[src/natv_pkg.sv]
// bus widths, register address map and offset decodes; the map assumes a single 4-bit IP space
`default_nettype none

package natv_pkg;

  localparam int NMI_AW = 32;
  localparam int NMI_DW = 32;
  localparam int NMI_SW = NMI_DW / 8;

  // address bits 31..28
  localparam logic [3:0] NATV_IP_START = 4'h1;

  // page codes in address bits 15..8
  localparam logic [7:0] NMI_GPIO_START  = 8'h00;
  localparam logic [7:0] NMI_TIM0_START  = 8'h01;
  localparam logic [7:0] NMI_TIM1_START  = 8'h02;
  localparam logic [7:0] NMI_CLINT_START = 8'h03;

  // irq_o bit positions
  localparam int IRQ_CLINT_SFR = 0;
  localparam int IRQ_CLINT_TMR = 1;
  localparam int IRQ_TIM0      = 2;
  localparam int IRQ_TIM1      = 3;
  localparam int IRQ_W         = 4;

  // register offsets, taken from address bits 4..2
  typedef enum logic [2:0] {
    GPIO_DIR = 3'd0,
    GPIO_OUT = 3'd1,
    GPIO_IN  = 3'd2
  } gpio_reg_e;

  typedef enum logic [2:0] {
    TIM_CTRL = 3'd0,
    TIM_PSCR = 3'd1,
    TIM_CMP  = 3'd2,
    TIM_CNT  = 3'd3,
    TIM_STAT = 3'd4
  } tim_reg_e;

  typedef enum logic [2:0] {
    CLINT_MSIP        = 3'd0,
    CLINT_MTIME_LO    = 3'd1,
    CLINT_MTIME_HI    = 3'd2,
    CLINT_MTIMECMP_LO = 3'd3,
    CLINT_MTIMECMP_HI = 3'd4
  } clint_reg_e;

  // byte lanes with strobe set take new data, others keep the old value
  function automatic logic [NMI_DW-1:0] wstrb_merge(input logic [NMI_DW-1:0] old_val,
                                                    input logic [NMI_DW-1:0] new_val,
                                                    input logic [NMI_SW-1:0] strb);
    logic [NMI_DW-1:0] res;
    res = old_val;
    for (int i = 0; i < NMI_SW; i++) begin
      if (strb[i]) begin
        res[8*i+:8] = new_val[8*i+:8];
      end
    end
    return res;
  endfunction

endpackage

`default_nettype wire
[src/ip_natv_wrapper.sv]
// peripheral top; only space 4'h1 pages 0x00..0x03 are mapped, anything else reads zero and drops writes
`timescale 1ns/1ps
`default_nettype none

module ip_natv_wrapper
  import natv_pkg::*;
#(
  parameter int GPIO_W = 8
) (
  input  logic              clk_i,
  input  logic              rst_n_i,
  input  logic              nmi_valid_i,
  input  logic [NMI_AW-1:0] nmi_addr_i,
  input  logic [NMI_DW-1:0] nmi_wdata_i,
  input  logic [NMI_SW-1:0] nmi_wstrb_i,
  output logic              nmi_ready_o,
  output logic [NMI_DW-1:0] nmi_rdata_o,
  input  logic [GPIO_W-1:0] gpio_i,
  output logic [GPIO_W-1:0] gpio_o,
  output logic [GPIO_W-1:0] gpio_oe_o,
  output logic [IRQ_W-1:0]  irq_o
);

  logic              s_ip_sel;
  logic              s_gpio_valid, s_gpio_ready;
  logic              s_tim0_valid, s_tim0_ready;
  logic              s_tim1_valid, s_tim1_ready;
  logic              s_clint_valid, s_clint_ready;
  logic              s_dflt_valid, s_dflt_ready_q;
  logic [NMI_DW-1:0] s_gpio_rdata, s_tim0_rdata, s_tim1_rdata, s_clint_rdata;
  logic              s_tim0_irq, s_tim1_irq;
  logic              s_clint_sfr_irq, s_clint_tmr_irq;

  // page decode
  assign s_ip_sel      = (nmi_addr_i[31:28] == NATV_IP_START);
  assign s_gpio_valid  = nmi_valid_i & s_ip_sel & (nmi_addr_i[15:8] == NMI_GPIO_START);
  assign s_tim0_valid  = nmi_valid_i & s_ip_sel & (nmi_addr_i[15:8] == NMI_TIM0_START);
  assign s_tim1_valid  = nmi_valid_i & s_ip_sel & (nmi_addr_i[15:8] == NMI_TIM1_START);
  assign s_clint_valid = nmi_valid_i & s_ip_sel & (nmi_addr_i[15:8] == NMI_CLINT_START);
  assign s_dflt_valid  = nmi_valid_i & ~(s_gpio_valid | s_tim0_valid |
                                         s_tim1_valid | s_clint_valid);

  // default responder, same one-cycle handshake as the slaves
  always_ff @(posedge clk_i) begin
    if (!rst_n_i) begin
      s_dflt_ready_q <= 1'b0;
    end else begin
      s_dflt_ready_q <= s_dflt_valid & ~s_dflt_ready_q;
    end
  end

  assign nmi_ready_o = (s_gpio_valid  & s_gpio_ready)  |
                       (s_tim0_valid  & s_tim0_ready)  |
                       (s_tim1_valid  & s_tim1_ready)  |
                       (s_clint_valid & s_clint_ready) |
                       (s_dflt_valid  & s_dflt_ready_q);

  // unmapped accesses add no term, so they read zero
  assign nmi_rdata_o = ({NMI_DW{s_gpio_valid  & s_gpio_ready}}  & s_gpio_rdata) |
                       ({NMI_DW{s_tim0_valid  & s_tim0_ready}}  & s_tim0_rdata) |
                       ({NMI_DW{s_tim1_valid  & s_tim1_ready}}  & s_tim1_rdata) |
                       ({NMI_DW{s_clint_valid & s_clint_ready}} & s_clint_rdata);

  assign irq_o[IRQ_CLINT_SFR] = s_clint_sfr_irq;
  assign irq_o[IRQ_CLINT_TMR] = s_clint_tmr_irq;
  assign irq_o[IRQ_TIM0]      = s_tim0_irq;
  assign irq_o[IRQ_TIM1]      = s_tim1_irq;

  nmi_gpio #(
    .GPIO_W(GPIO_W)
  ) u_nmi_gpio (
    .clk_i      (clk_i),
    .rst_n_i    (rst_n_i),
    .nmi_valid_i(s_gpio_valid),
    .nmi_addr_i (nmi_addr_i),
    .nmi_wdata_i(nmi_wdata_i),
    .nmi_wstrb_i(nmi_wstrb_i),
    .nmi_ready_o(s_gpio_ready),
    .nmi_rdata_o(s_gpio_rdata),
    .gpio_i     (gpio_i),
    .gpio_o     (gpio_o),
    .gpio_oe_o  (gpio_oe_o)
  );

  nmi_timer u_nmi_timer0 (
    .clk_i      (clk_i),
    .rst_n_i    (rst_n_i),
    .nmi_valid_i(s_tim0_valid),
    .nmi_addr_i (nmi_addr_i),
    .nmi_wdata_i(nmi_wdata_i),
    .nmi_wstrb_i(nmi_wstrb_i),
    .nmi_ready_o(s_tim0_ready),
    .nmi_rdata_o(s_tim0_rdata),
    .irq_o      (s_tim0_irq)
  );

  nmi_timer u_nmi_timer1 (
    .clk_i      (clk_i),
    .rst_n_i    (rst_n_i),
    .nmi_valid_i(s_tim1_valid),
    .nmi_addr_i (nmi_addr_i),
    .nmi_wdata_i(nmi_wdata_i),
    .nmi_wstrb_i(nmi_wstrb_i),
    .nmi_ready_o(s_tim1_ready),
    .nmi_rdata_o(s_tim1_rdata),
    .irq_o      (s_tim1_irq)
  );

  nmi_clint u_nmi_clint (
    .clk_i      (clk_i),
    .rst_n_i    (rst_n_i),
    .nmi_valid_i(s_clint_valid),
    .nmi_addr_i (nmi_addr_i),
    .nmi_wdata_i(nmi_wdata_i),
    .nmi_wstrb_i(nmi_wstrb_i),
    .nmi_ready_o(s_clint_ready),
    .nmi_rdata_o(s_clint_rdata),
    .sfr_irq_o  (s_clint_sfr_irq),
    .tmr_irq_o  (s_clint_tmr_irq)
  );

endmodule

`default_nettype wire

[src/nmi_clint.sv]
// CLINT with msip and a 64-bit mtime; the two mtime halves are read in separate accesses, no latching
`timescale 1ns/1ps
`default_nettype none

module nmi_clint
  import natv_pkg::*;
(
  input  logic              clk_i,
  input  logic              rst_n_i,
  input  logic              nmi_valid_i,
  input  logic [NMI_AW-1:0] nmi_addr_i,
  input  logic [NMI_DW-1:0] nmi_wdata_i,
  input  logic [NMI_SW-1:0] nmi_wstrb_i,
  output logic              nmi_ready_o,
  output logic [NMI_DW-1:0] nmi_rdata_o,
  output logic              sfr_irq_o,
  output logic              tmr_irq_o
);

  clint_reg_e        s_reg;
  logic              s_ready_q;
  logic              s_wr_en;
  logic [NMI_DW-1:0] s_wr_val;
  logic              s_msip_q;
  logic [63:0]       s_mtime_q;
  logic [63:0]       s_mtimecmp_q;
  logic              s_tmr_irq_q;

  assign s_reg    = clint_reg_e'(nmi_addr_i[4:2]);
  assign s_wr_en  = nmi_valid_i & s_ready_q & (|nmi_wstrb_i);
  assign s_wr_val = wstrb_merge(nmi_rdata_o, nmi_wdata_i, nmi_wstrb_i);

  always_ff @(posedge clk_i) begin
    if (!rst_n_i) begin
      s_ready_q <= 1'b0;
    end else begin
      s_ready_q <= nmi_valid_i & ~s_ready_q;
    end
  end

  // software interrupt, bit 0 only
  always_ff @(posedge clk_i) begin
    if (!rst_n_i) begin
      s_msip_q <= 1'b0;
    end else if (s_wr_en && s_reg == CLINT_MSIP) begin
      s_msip_q <= s_wr_val[0];
    end
  end

  // free running, one count per clock
  always_ff @(posedge clk_i) begin
    if (!rst_n_i) begin
      s_mtime_q <= '0;
    end else begin
      s_mtime_q <= s_mtime_q + 64'd1;
    end
  end

  // all ones keeps the timer interrupt quiet until software arms it
  always_ff @(posedge clk_i) begin
    if (!rst_n_i) begin
      s_mtimecmp_q <= '1;
    end else if (s_wr_en) begin
      if (s_reg == CLINT_MTIMECMP_LO) begin
        s_mtimecmp_q[31:0] <= s_wr_val;
      end
      if (s_reg == CLINT_MTIMECMP_HI) begin
        s_mtimecmp_q[63:32] <= s_wr_val;
      end
    end
  end

  always_ff @(posedge clk_i) begin
    if (!rst_n_i) begin
      s_tmr_irq_q <= 1'b0;
    end else begin
      s_tmr_irq_q <= (s_mtime_q >= s_mtimecmp_q);
    end
  end

  always_comb begin
    nmi_rdata_o = '0;
    case (s_reg)
      CLINT_MSIP:        nmi_rdata_o[0] = s_msip_q;
      CLINT_MTIME_LO:    nmi_rdata_o    = s_mtime_q[31:0];
      CLINT_MTIME_HI:    nmi_rdata_o    = s_mtime_q[63:32];
      CLINT_MTIMECMP_LO: nmi_rdata_o    = s_mtimecmp_q[31:0];
      CLINT_MTIMECMP_HI: nmi_rdata_o    = s_mtimecmp_q[63:32];
      default:           nmi_rdata_o    = '0;
    endcase
  end

  assign nmi_ready_o = s_ready_q;
  assign sfr_irq_o   = s_msip_q;
  assign tmr_irq_o   = s_tmr_irq_q;

endmodule

`default_nettype wire

[src/nmi_timer.sv]
// prescaled compare timer; CNT wraps to zero on match, and a match in the STAT write cycle wins
`timescale 1ns/1ps
`default_nettype none

module nmi_timer
  import natv_pkg::*;
(
  input  logic              clk_i,
  input  logic              rst_n_i,
  input  logic              nmi_valid_i,
  input  logic [NMI_AW-1:0] nmi_addr_i,
  input  logic [NMI_DW-1:0] nmi_wdata_i,
  input  logic [NMI_SW-1:0] nmi_wstrb_i,
  output logic              nmi_ready_o,
  output logic [NMI_DW-1:0] nmi_rdata_o,
  output logic              irq_o
);

  tim_reg_e          s_reg;
  logic              s_ready_q;
  logic              s_wr_en;
  logic [NMI_DW-1:0] s_wr_val;
  logic [1:0]        s_ctrl_q;
  logic [NMI_DW-1:0] s_pscr_q;
  logic [NMI_DW-1:0] s_cmp_q;
  logic [NMI_DW-1:0] s_cnt_q;
  logic [NMI_DW-1:0] s_psc_q;
  logic              s_stat_q;
  logic              s_irq_q;
  logic              s_tick;
  logic              s_match;

  assign s_reg    = tim_reg_e'(nmi_addr_i[4:2]);
  assign s_wr_en  = nmi_valid_i & s_ready_q & (|nmi_wstrb_i);
  assign s_wr_val = wstrb_merge(nmi_rdata_o, nmi_wdata_i, nmi_wstrb_i);

  // ctrl[0] enable, ctrl[1] irq enable
  assign s_tick  = s_ctrl_q[0] & (s_psc_q == s_pscr_q);
  assign s_match = s_tick & (s_cnt_q == s_cmp_q);

  always_ff @(posedge clk_i) begin
    if (!rst_n_i) begin
      s_ready_q <= 1'b0;
    end else begin
      s_ready_q <= nmi_valid_i & ~s_ready_q;
    end
  end

  always_ff @(posedge clk_i) begin
    if (!rst_n_i) begin
      s_ctrl_q <= '0;
      s_pscr_q <= '0;
      s_cmp_q  <= '0;
    end else if (s_wr_en) begin
      case (s_reg)
        TIM_CTRL: s_ctrl_q <= s_wr_val[1:0];
        TIM_PSCR: s_pscr_q <= s_wr_val;
        TIM_CMP:  s_cmp_q  <= s_wr_val;
        default:  s_ctrl_q <= s_ctrl_q;
      endcase
    end
  end

  // prescaler and counter stop while disabled, CNT holds its value
  always_ff @(posedge clk_i) begin
    if (!rst_n_i) begin
      s_psc_q <= '0;
      s_cnt_q <= '0;
    end else if (!s_ctrl_q[0]) begin
      s_psc_q <= '0;
    end else if (s_tick) begin
      s_psc_q <= '0;
      s_cnt_q <= s_match ? '0 : s_cnt_q + 1'b1;
    end else begin
      s_psc_q <= s_psc_q + 1'b1;
    end
  end

  always_ff @(posedge clk_i) begin
    if (!rst_n_i) begin
      s_stat_q <= 1'b0;
      s_irq_q  <= 1'b0;
    end else begin
      if (s_match) begin
        s_stat_q <= 1'b1;
      end else if (s_wr_en && s_reg == TIM_STAT) begin
        s_stat_q <= 1'b0;
      end
      s_irq_q <= s_stat_q & s_ctrl_q[1];
    end
  end

  always_comb begin
    nmi_rdata_o = '0;
    case (s_reg)
      TIM_CTRL: nmi_rdata_o[1:0] = s_ctrl_q;
      TIM_PSCR: nmi_rdata_o      = s_pscr_q;
      TIM_CMP:  nmi_rdata_o      = s_cmp_q;
      TIM_CNT:  nmi_rdata_o      = s_cnt_q;
      TIM_STAT: nmi_rdata_o[0]   = s_stat_q;
      default:  nmi_rdata_o      = '0;
    endcase
  end

  assign nmi_ready_o = s_ready_q;
  assign irq_o       = s_irq_q;

endmodule

`default_nettype wire

[src/nmi_gpio.sv]
// GPIO register block; GPIO_W must be 1 to 32 and GPIO_IN lags the pins by two clocks
`timescale 1ns/1ps
`default_nettype none

module nmi_gpio
  import natv_pkg::*;
#(
  parameter int GPIO_W = 8
) (
  input  logic              clk_i,
  input  logic              rst_n_i,
  input  logic              nmi_valid_i,
  input  logic [NMI_AW-1:0] nmi_addr_i,
  input  logic [NMI_DW-1:0] nmi_wdata_i,
  input  logic [NMI_SW-1:0] nmi_wstrb_i,
  output logic              nmi_ready_o,
  output logic [NMI_DW-1:0] nmi_rdata_o,
  input  logic [GPIO_W-1:0] gpio_i,
  output logic [GPIO_W-1:0] gpio_o,
  output logic [GPIO_W-1:0] gpio_oe_o
);

  gpio_reg_e         s_reg;
  logic              s_ready_q;
  logic              s_wr_en;
  logic [NMI_DW-1:0] s_wr_val;
  logic [GPIO_W-1:0] s_dir_q;
  logic [GPIO_W-1:0] s_out_q;
  logic [GPIO_W-1:0] s_in_meta_q;
  logic [GPIO_W-1:0] s_in_sync_q;

  assign s_reg    = gpio_reg_e'(nmi_addr_i[4:2]);
  assign s_wr_en  = nmi_valid_i & s_ready_q & (|nmi_wstrb_i);
  assign s_wr_val = wstrb_merge(nmi_rdata_o, nmi_wdata_i, nmi_wstrb_i);

  // one pulse per request, never back to back
  always_ff @(posedge clk_i) begin
    if (!rst_n_i) begin
      s_ready_q <= 1'b0;
    end else begin
      s_ready_q <= nmi_valid_i & ~s_ready_q;
    end
  end

  always_ff @(posedge clk_i) begin
    if (!rst_n_i) begin
      s_dir_q <= '0;
      s_out_q <= '0;
    end else if (s_wr_en) begin
      if (s_reg == GPIO_DIR) begin
        s_dir_q <= s_wr_val[GPIO_W-1:0];
      end
      if (s_reg == GPIO_OUT) begin
        s_out_q <= s_wr_val[GPIO_W-1:0];
      end
    end
  end

  // input synchronizer
  always_ff @(posedge clk_i) begin
    if (!rst_n_i) begin
      s_in_meta_q <= '0;
      s_in_sync_q <= '0;
    end else begin
      s_in_meta_q <= gpio_i;
      s_in_sync_q <= s_in_meta_q;
    end
  end

  // upper bits beyond GPIO_W read zero
  always_comb begin
    nmi_rdata_o = '0;
    case (s_reg)
      GPIO_DIR: nmi_rdata_o[GPIO_W-1:0] = s_dir_q;
      GPIO_OUT: nmi_rdata_o[GPIO_W-1:0] = s_out_q;
      GPIO_IN:  nmi_rdata_o[GPIO_W-1:0] = s_in_sync_q;
      default:  nmi_rdata_o = '0;
    endcase
  end

  assign nmi_ready_o = s_ready_q;
  assign gpio_o      = s_out_q;
  assign gpio_oe_o   = s_dir_q;

endmodule

`default_nettype wire

[config.mk]
export PLATFORM = sky130hd
export DESIGN_NAME = ip_natv_wrapper
export DESIGN_NICKNAME = d
export VERILOG_FILES = /design/src/natv_pkg.sv /design/src/ip_natv_wrapper.sv /design/src/nmi_clint.sv /design/src/nmi_timer.sv /design/src/nmi_gpio.sv
export SDC_FILE = /design/constraint.sdc
export NUM_CORES = 1
export LEC_CHECK = 0
export BUFFER_PORTS_ARGS = -buffer_cell sky130_fd_sc_hd__buf_2
export CAP_MARGIN = 40
export CORE_ASPECT_RATIO = 1.4
export CORE_MARGIN = 4
export CORE_UTILIZATION = 25
export DETAILED_ROUTE_END_ITERATION = 16
export PLACE_DENSITY = 0.49
export RECOVER_POWER = 100
export SYNTH_ARGS = -nofsm -noshare
export SYNTH_HDL_FRONTEND = slang
export SYNTH_SLANG_ARGS = --single-unit
[constraint.sdc]
create_clock -name clk_i -period 5.15 [get_ports clk_i]
set_clock_uncertainty 0.05 [all_clocks]
set_input_delay 1.2875 -clock clk_i [delete_from_list [all_inputs] [get_ports clk_i]]
set_output_delay 1.2875 -clock clk_i [all_outputs]
set_load 0.02 [all_outputs]
Word-level counts from Yosys, hierarchy flattened
Cells that the tools add are included.
W data, S select, Z words.
{ "classes": {"n_addsub": 5, "order_cmp": 1, "n_eq_ne": 12, "mux": 28, "bitwise_logic": 49, "reduce_logical": 22} }
{ "op_table": {"columns": ["cell", "count"], "rows": [
  ["$pmux W30 S3", 2],
  ["$add A32 B1 Y32 const B", 4],
  ["$eq A32 B32 Y1", 4],
  ["$pmux W31 S4", 1],
  ["$mux W8", 13],
  ["$and A32 B32 Y32", 3],
  ["$or A32 B32 Y32", 3],
  ["$add A64 B1 Y64 const B", 1],
  ["$ge A64 B64 Y1", 1],
  ["$mux W32", 2],
  ["$and A32 B8 Y32", 1],
  ["$and A1 B1 Y1", 26],
  ["$pmux W8 S3", 1],
  ["$reduce_and A2 Y1", 12],
  ["$eq A8 B2 Y1 const B", 2],
  ["$pmux W1 S5", 3],
  ["$not A1 Y1", 9],
  ["$eq A8 B1 Y1 const B", 1],
  ["$logic_not A8 Y1", 1],
  ["$pmux W1 S4", 2],
  ["$or A1 B1 Y1", 7],
  ["$eq A3 B2 Y1 const B", 2],
  ["$reduce_or A3 Y1", 2],
  ["$eq A4 B1 Y1 const B", 1],
  ["other kinds (7)", 13]
]} }
{ "totals": {"ff_bits": 431, "input_bits": 79, "output_inout_bits": 53, "wordCells": 145} }

Depth between registers and ports, before layout
{ "depth": {"word_depth": 10, "mapped_depth": 10, "mapped_depth_nobuf": 9} }

Cells and area by module
Synthesis repeated with hierarchy kept, for this count alone.
{ "hier_totals": {"cells_unflattened": 3052, "hier_area_um2": 25735.9} }
{ "modules_own_cells": {"columns": ["mod", "n_inst", "cells_each", "area_per_inst_um2", "seq_area_each_um2"], "rows": [
  ["nmi_clint", 1, 959, 7902.6, 2622.5],
  ["nmi_timer (u_nmi_timer0)", 1, 890, 7521.0, 2662.6],
  ["nmi_timer (u_nmi_timer1)", 1, 886, 7483.4, 2662.6],
  ["nmi_gpio", 1, 170, 1645.3, 660.6],
  ["ip_natv_wrapper", 1, 147, 1183.6, 20.0]
]} }

Worst setup path after synthesis
Ideal clock, no wire load.
{ "synth_path": {"path_kind": "input-to-output", "startpoint": "input nmi_addr_i[2]", "endpoint": "output nmi_rdata_o[2]", "t_arrival_ps": 3281, "required_time_ps": 3813, "path_slack_ps": 532, "cell_stages": 6, "n_path_buf": 3, "path_cell_list": "buf_2 buf_1 clkbuf_1 mux2_2 a22oi_1 o311ai_0"} }
{ "synth_between": {"elab_chain_len": 6, "elab_cells_between_ends": 16, "classes_between": "4 x eq/ne; 4 x mux; 7 x bitwise; 1 x reduce/logical"} }
{ "synth_lines": {"columns": ["item", "line_no", "text"], "rows": [
  ["start, declared", "ip_natv_wrapper.sv:13", "input logic [NMI_AW-1:0] nmi_addr_i,"],
  ["$eq A3 B2 Y1 (tied with other cells)", "nmi_clint.sv:83, nmi_timer.sv:95, nmi_gpio.sv:73", null],
  ["$pmux W8 S3 or $pmux W30 S3 (tied branches)", "nmi_gpio.sv:73, nmi_timer.sv:95", null],
  ["$and A32 B8 Y32 or $and A32 B32 Y32 (tied branches)", "ip_natv_wrapper.sv:59, ip_natv_wrapper.sv:60", null],
  ["$or A32 B32 Y32", "ip_natv_wrapper.sv:59", "assign nmi_rdata_o = ({NMI_DW{s_gpio_valid & s_gpio_ready}} & s_gpio_rdata) |"],
  ["$or A32 B32 Y32", "ip_natv_wrapper.sv:60", "({NMI_DW{s_tim0_valid & s_tim0_ready}} & s_tim0_rdata) |"],
  ["$or A32 B32 Y32 (*)", "ip_natv_wrapper.sv:61", "({NMI_DW{s_tim1_valid & s_tim1_ready}} & s_tim1_rdata) |"],
  ["end, declared", "ip_natv_wrapper.sv:17", "output logic [NMI_DW-1:0] nmi_rdata_o,"]
]} }
Every way passes the cells marked *; elsewhere a longest branch is shown, timed or not.

Final worst setup path
{ "layout_path": {"startpoint": "input nmi_addr_i[4]", "endpoint": "output nmi_rdata_o[26]"} }
{ "layout_between": {"elab_chain_len": 6, "elab_cells_between_ends": 13, "classes_between": "4 x eq/ne; 3 x mux; 6 x bitwise"} }
{ "layout_lines": {"columns": ["item", "line_no", "text"], "rows": [
  ["$eq A3 B2 Y1 or $eq A3 B1 Y1 (tied branches)", "nmi_clint.sv:83, nmi_timer.sv:95", null],
  ["$pmux W30 S3", "nmi_timer.sv:95", "case (s_reg)"],
  ["$and A32 B32 Y32", "ip_natv_wrapper.sv:60", null],
  ["$or A32 B32 Y32", "ip_natv_wrapper.sv:59", null],
  ["$or A32 B32 Y32", "ip_natv_wrapper.sv:60", null],
  ["$or A32 B32 Y32 (*)", "ip_natv_wrapper.sv:61", null]
]} }
Marks and branches as above.

==> results.sh <==
export IMPL_critPathMostFrequentCell="buf_4"
export IMPL_drc_errors=0
export IMPL_synth_cell_types=64
export IMPL_yosysSeqAreaShare=0.363
export IMPL_cpPeakStageDelay_ns=0.68
export IMPL_intPower_w=0.00541
export IMPL_tns_ns=0
export IMPL_grt_overflow_total=0
export IMPL_maxSlewHeadroom=-0.659
export IMPL_path_delay_family="buffers and inverters"
export IMPL_p_sw_frac=0.253
export IMPL_drive_above_1_share=0.104
export IMPL_grt_pass1_wl_mm=134
export IMPL_crit_arrival_ns=3.66
export IMPL_violations="max-capacitance violations, max-slew violations"
export IMPL_syn_instance_count=2901
export IMPL_drtAntennaViolNets=0
export IMPL_setup_viol=0
export IMPL_worstSetupEndpointType="primary output"
export IMPL_die_h_um=373
export IMPL_register_area_um2=8630
export IMPL_worst_setup_path_start_kind="primary input"
export IMPL_critPathSlowestCell="o21ai_0"
export IMPL_final_util=0.289
export IMPL_p_sw_w=0.00183
export IMPL_numCtsBuffers=48
export IMPL_tightest_slew_ns=2.49
export IMPL_fp_dieW_um=269
export IMPL_port_buffers=114
export IMPL_syn_avg_cell_area_um2=8.19
export IMPL_synth_nets=3049
export IMPL_cts_hold_buf=0
export IMPL_yosys_most_used_dff="dfxtp_1"
export IMPL_clk_latency_ns=0.63
export IMPL_syn_to_final_growth_pct=14.7
export IMPL_critPathMaxFanout=13
export IMPL_routed_wl_mm=90.7
export IMPL_gp_congestion=0.885
export IMPL_leakage_nw=11.1
export IMPL_grt_usage=0.175
export IMPL_fp_dieArea_um2=100000
export IMPL_n_antenna_cell=0
export IMPL_worstSetupPathType="primary input to primary output"
export IMPL_avgViaCountPerCell=5.15
export IMPL_via_count=21600
export IMPL_p_comb_frac=0.052
export IMPL_ys_warn_count=0
export IMPL_nets=3095
export IMPL_finalCritPeriodShare=0.971
export IMPL_hold_viol=0
export IMPL_power_frac_seq=0.462
export IMPL_netlist_area_um2=23800
export IMPL_cts_setup_buffers=0
export IMPL_async_flop_share=0
export IMPL_firstDrtPassIters=6
export IMPL_clkPwrFrac=0.486
export IMPL_cts_max_level=2
export IMPL_multi_input_area_um2=14000
export IMPL_synth_seq_cells=431
export IMPL_vdd_drop_max_mv=0.222
export IMPL_clkSlewWorstSetupHoldPaths_ns=0.06
export IMPL_cts_tree="yes"
export IMPL_drtIter0Drc=1656
export IMPL_ios=132
export IMPL_initial_utilization=0.252
export IMPL_clockBufferDepth=3
export IMPL_fillers=10200
export IMPL_cts_resized_gates=0
export IMPL_clock_fmax_mhz=200
export IMPL_status="finished with violations"
export IMPL_synth_edf_count=0
export IMPL_crit_chain="buf_4 -> inv_1 -> and2_0 -> buf_4 -> buf_4 -> a22o_1 -> a221oi_1 -> o21ai_0 -> clkbuf_2"
export IMPL_p_per_area_nw_per_um2=266
export IMPL_rsz0062_at_grt="no"
export IMPL_drv_slew=253
export IMPL_routedWlPerCell_um=21.6
export IMPL_first_global_vias=20700
export IMPL_core_rowCount=133
export IMPL_core_area_um2=94200
export IMPL_maxCapViolations=5
export IMPL_critical_path_required_ns=3.81
export IMPL_period_minus_slack_ns=5.00
export IMPL_grt_antenna_before_repair=2
export IMPL_hpwl_mm=67.1
export IMPL_clock_root_buffer="clkbuf_16"
export IMPL_cts_num_sinks=431
export IMPL_worstHoldPathType="flop to flop"
export IMPL_grt_max_degree=131
export IMPL_worst_path_buf_inv=5
==> registers in the layout, summed over array words and instances, names as in the netlist, 32 cells and up <==
signal / count
u_nmi_timer0.s_cnt_q: 32
u_nmi_timer1.s_cnt_q: 32
u_nmi_timer1.s_psc_q: 32
u_nmi_timer0.s_cmp_q: 32
u_nmi_clint.s_mtime_q: 64
u_nmi_timer1.s_cmp_q: 32
u_nmi_timer0.s_psc_q: 32
u_nmi_timer1.s_pscr_q: 32
u_nmi_timer0.s_pscr_q: 32
u_nmi_clint.s_mtimecmp_q: 64
==> layer usage <==
layer  part of all wire  vias up  track usage
li1                   -    10500            -
met1               0.43    10400        0.227
met2               0.48      575        0.298
met3              0.050      126       0.0192
met4              0.041        0       0.0657
met5                  0        -            0
==> through the flow <==
stage	hold slack, ns	total power [W]	setup WS [ns]	instance area [um2]	std cells
6_report	0.370	0.00724	0.151	27200	4198
5_1_grt	0.403	0.00747	0.0819	27200	4198
3_5_place_dp	0.363	0.00380	0.250	25900	4112
3_3_place_gp	0.359	0.00380	0.247	25900	4107
2_1_floorplan	0.350	0.00362	0.532	23800	2901
4_1_cts	0.371	0.00734	0.245	27500	4198
==> power by group through the flow <==
stage / clock network, W / registers [W] / logic, W
final: 0.00352 / 0.00335 / 0.000376
after global routing: 0.00373 / 0.00335 / 0.000397
after CTS: 0.00362 / 0.00335 / 0.000378
after detailed placement: 0 / 0.00342 / 0.000376
after global placement: 0 / 0.00342 / 0.000377
after floorplan: 0 / 0.00342 / 0.000203
==> cells by family after synthesis <==
family / after synthesis / share of synthesized area
XOR/XNOR: 248 / 0.0915
buffers and inverters: 303 / 0.0497
adder cells (fa/ha/maj): 69 / 0.0363
AND/OR/NAND/NOR: 1051 / 0.213
AO/OA/AOI/OAI: 675 / 0.189
flip-flops: 431 / 0.363
multiplexers: 124 / 0.0575
==> layout make-up <==
class | count | area share
Multi-Input combinational cell | 2167 | 0.512
Sequential cell | 431 | 0.317
Tap cell | 1215 | 0.0558
Clock buffer | 72 | 0.0507
Timing Repair Buffer | 200 | 0.0437
Inverter | 99 | 0.0139
Clock inverter | 14 | 0.00666
==> layout by cell type (no fill, tap or decap), drive strengths merged, types with 20 or more instances in the layout <==
master  instances
nand3          83
buf           135
nor2          386
mux2           79
and3           32
o211ai         72
xor2          202
nand4          52
nor4           58
nor2b          20
inv           102
nand2         204
a21oi         172
a22oi         112
nor3           80
dfxtp         431
or3            40
mux2i          43
and2           30
o21ai          87
ha             69
a211oi        139
xnor2          46
clkbuf        137
==> path summary, 6_finish.rpt <==
path         slack [ns]  cells past startpoint                     start                        to
max                0.15                      9             nmi_addr_i[4]           nmi_rdata_o[26]
min reg2reg        0.37                      1            s_dflt_ready_q            s_dflt_ready_q
min                0.37                      1            s_dflt_ready_q            s_dflt_ready_q
max reg2reg        1.29                      9  u_nmi_timer1.s_cnt_q[13]  u_nmi_timer1.s_cnt_q[21]
==> cells in the mapped netlist, drive strengths merged, types with 5 or more instances <==
cell type  count  share of area
a211oi       139          0.044
a21o          12         0.0038
a21oi        172          0.036
a221oi        18         0.0066
a22o          17         0.0063
a22oi        112          0.035
a31oi          6         0.0016
and2          30         0.0079
and3          32         0.0085
and4          18         0.0066
buf           39         0.0080
clkbuf       165          0.026
dfxtp        431           0.36
ha            69          0.036
inv           99          0.016
mux2          79          0.037
mux2i         43          0.018
nand2        204          0.032
nand3         83          0.017
nand3b         9         0.0028
nand4         52          0.014
nand4b         9         0.0033
nor2         386          0.061
nor2b         20         0.0053
nor3          80          0.017
nor4          58          0.016
nor4b          5         0.0018
o211ai        72          0.023
o21ai         87          0.018
o311ai         5         0.0018
o31ai         18         0.0057
or3           40          0.011
or3b           6         0.0022
or4            9         0.0028
xnor2         46          0.017
xor2         202          0.074
Power figures use the tool's default switching activity.
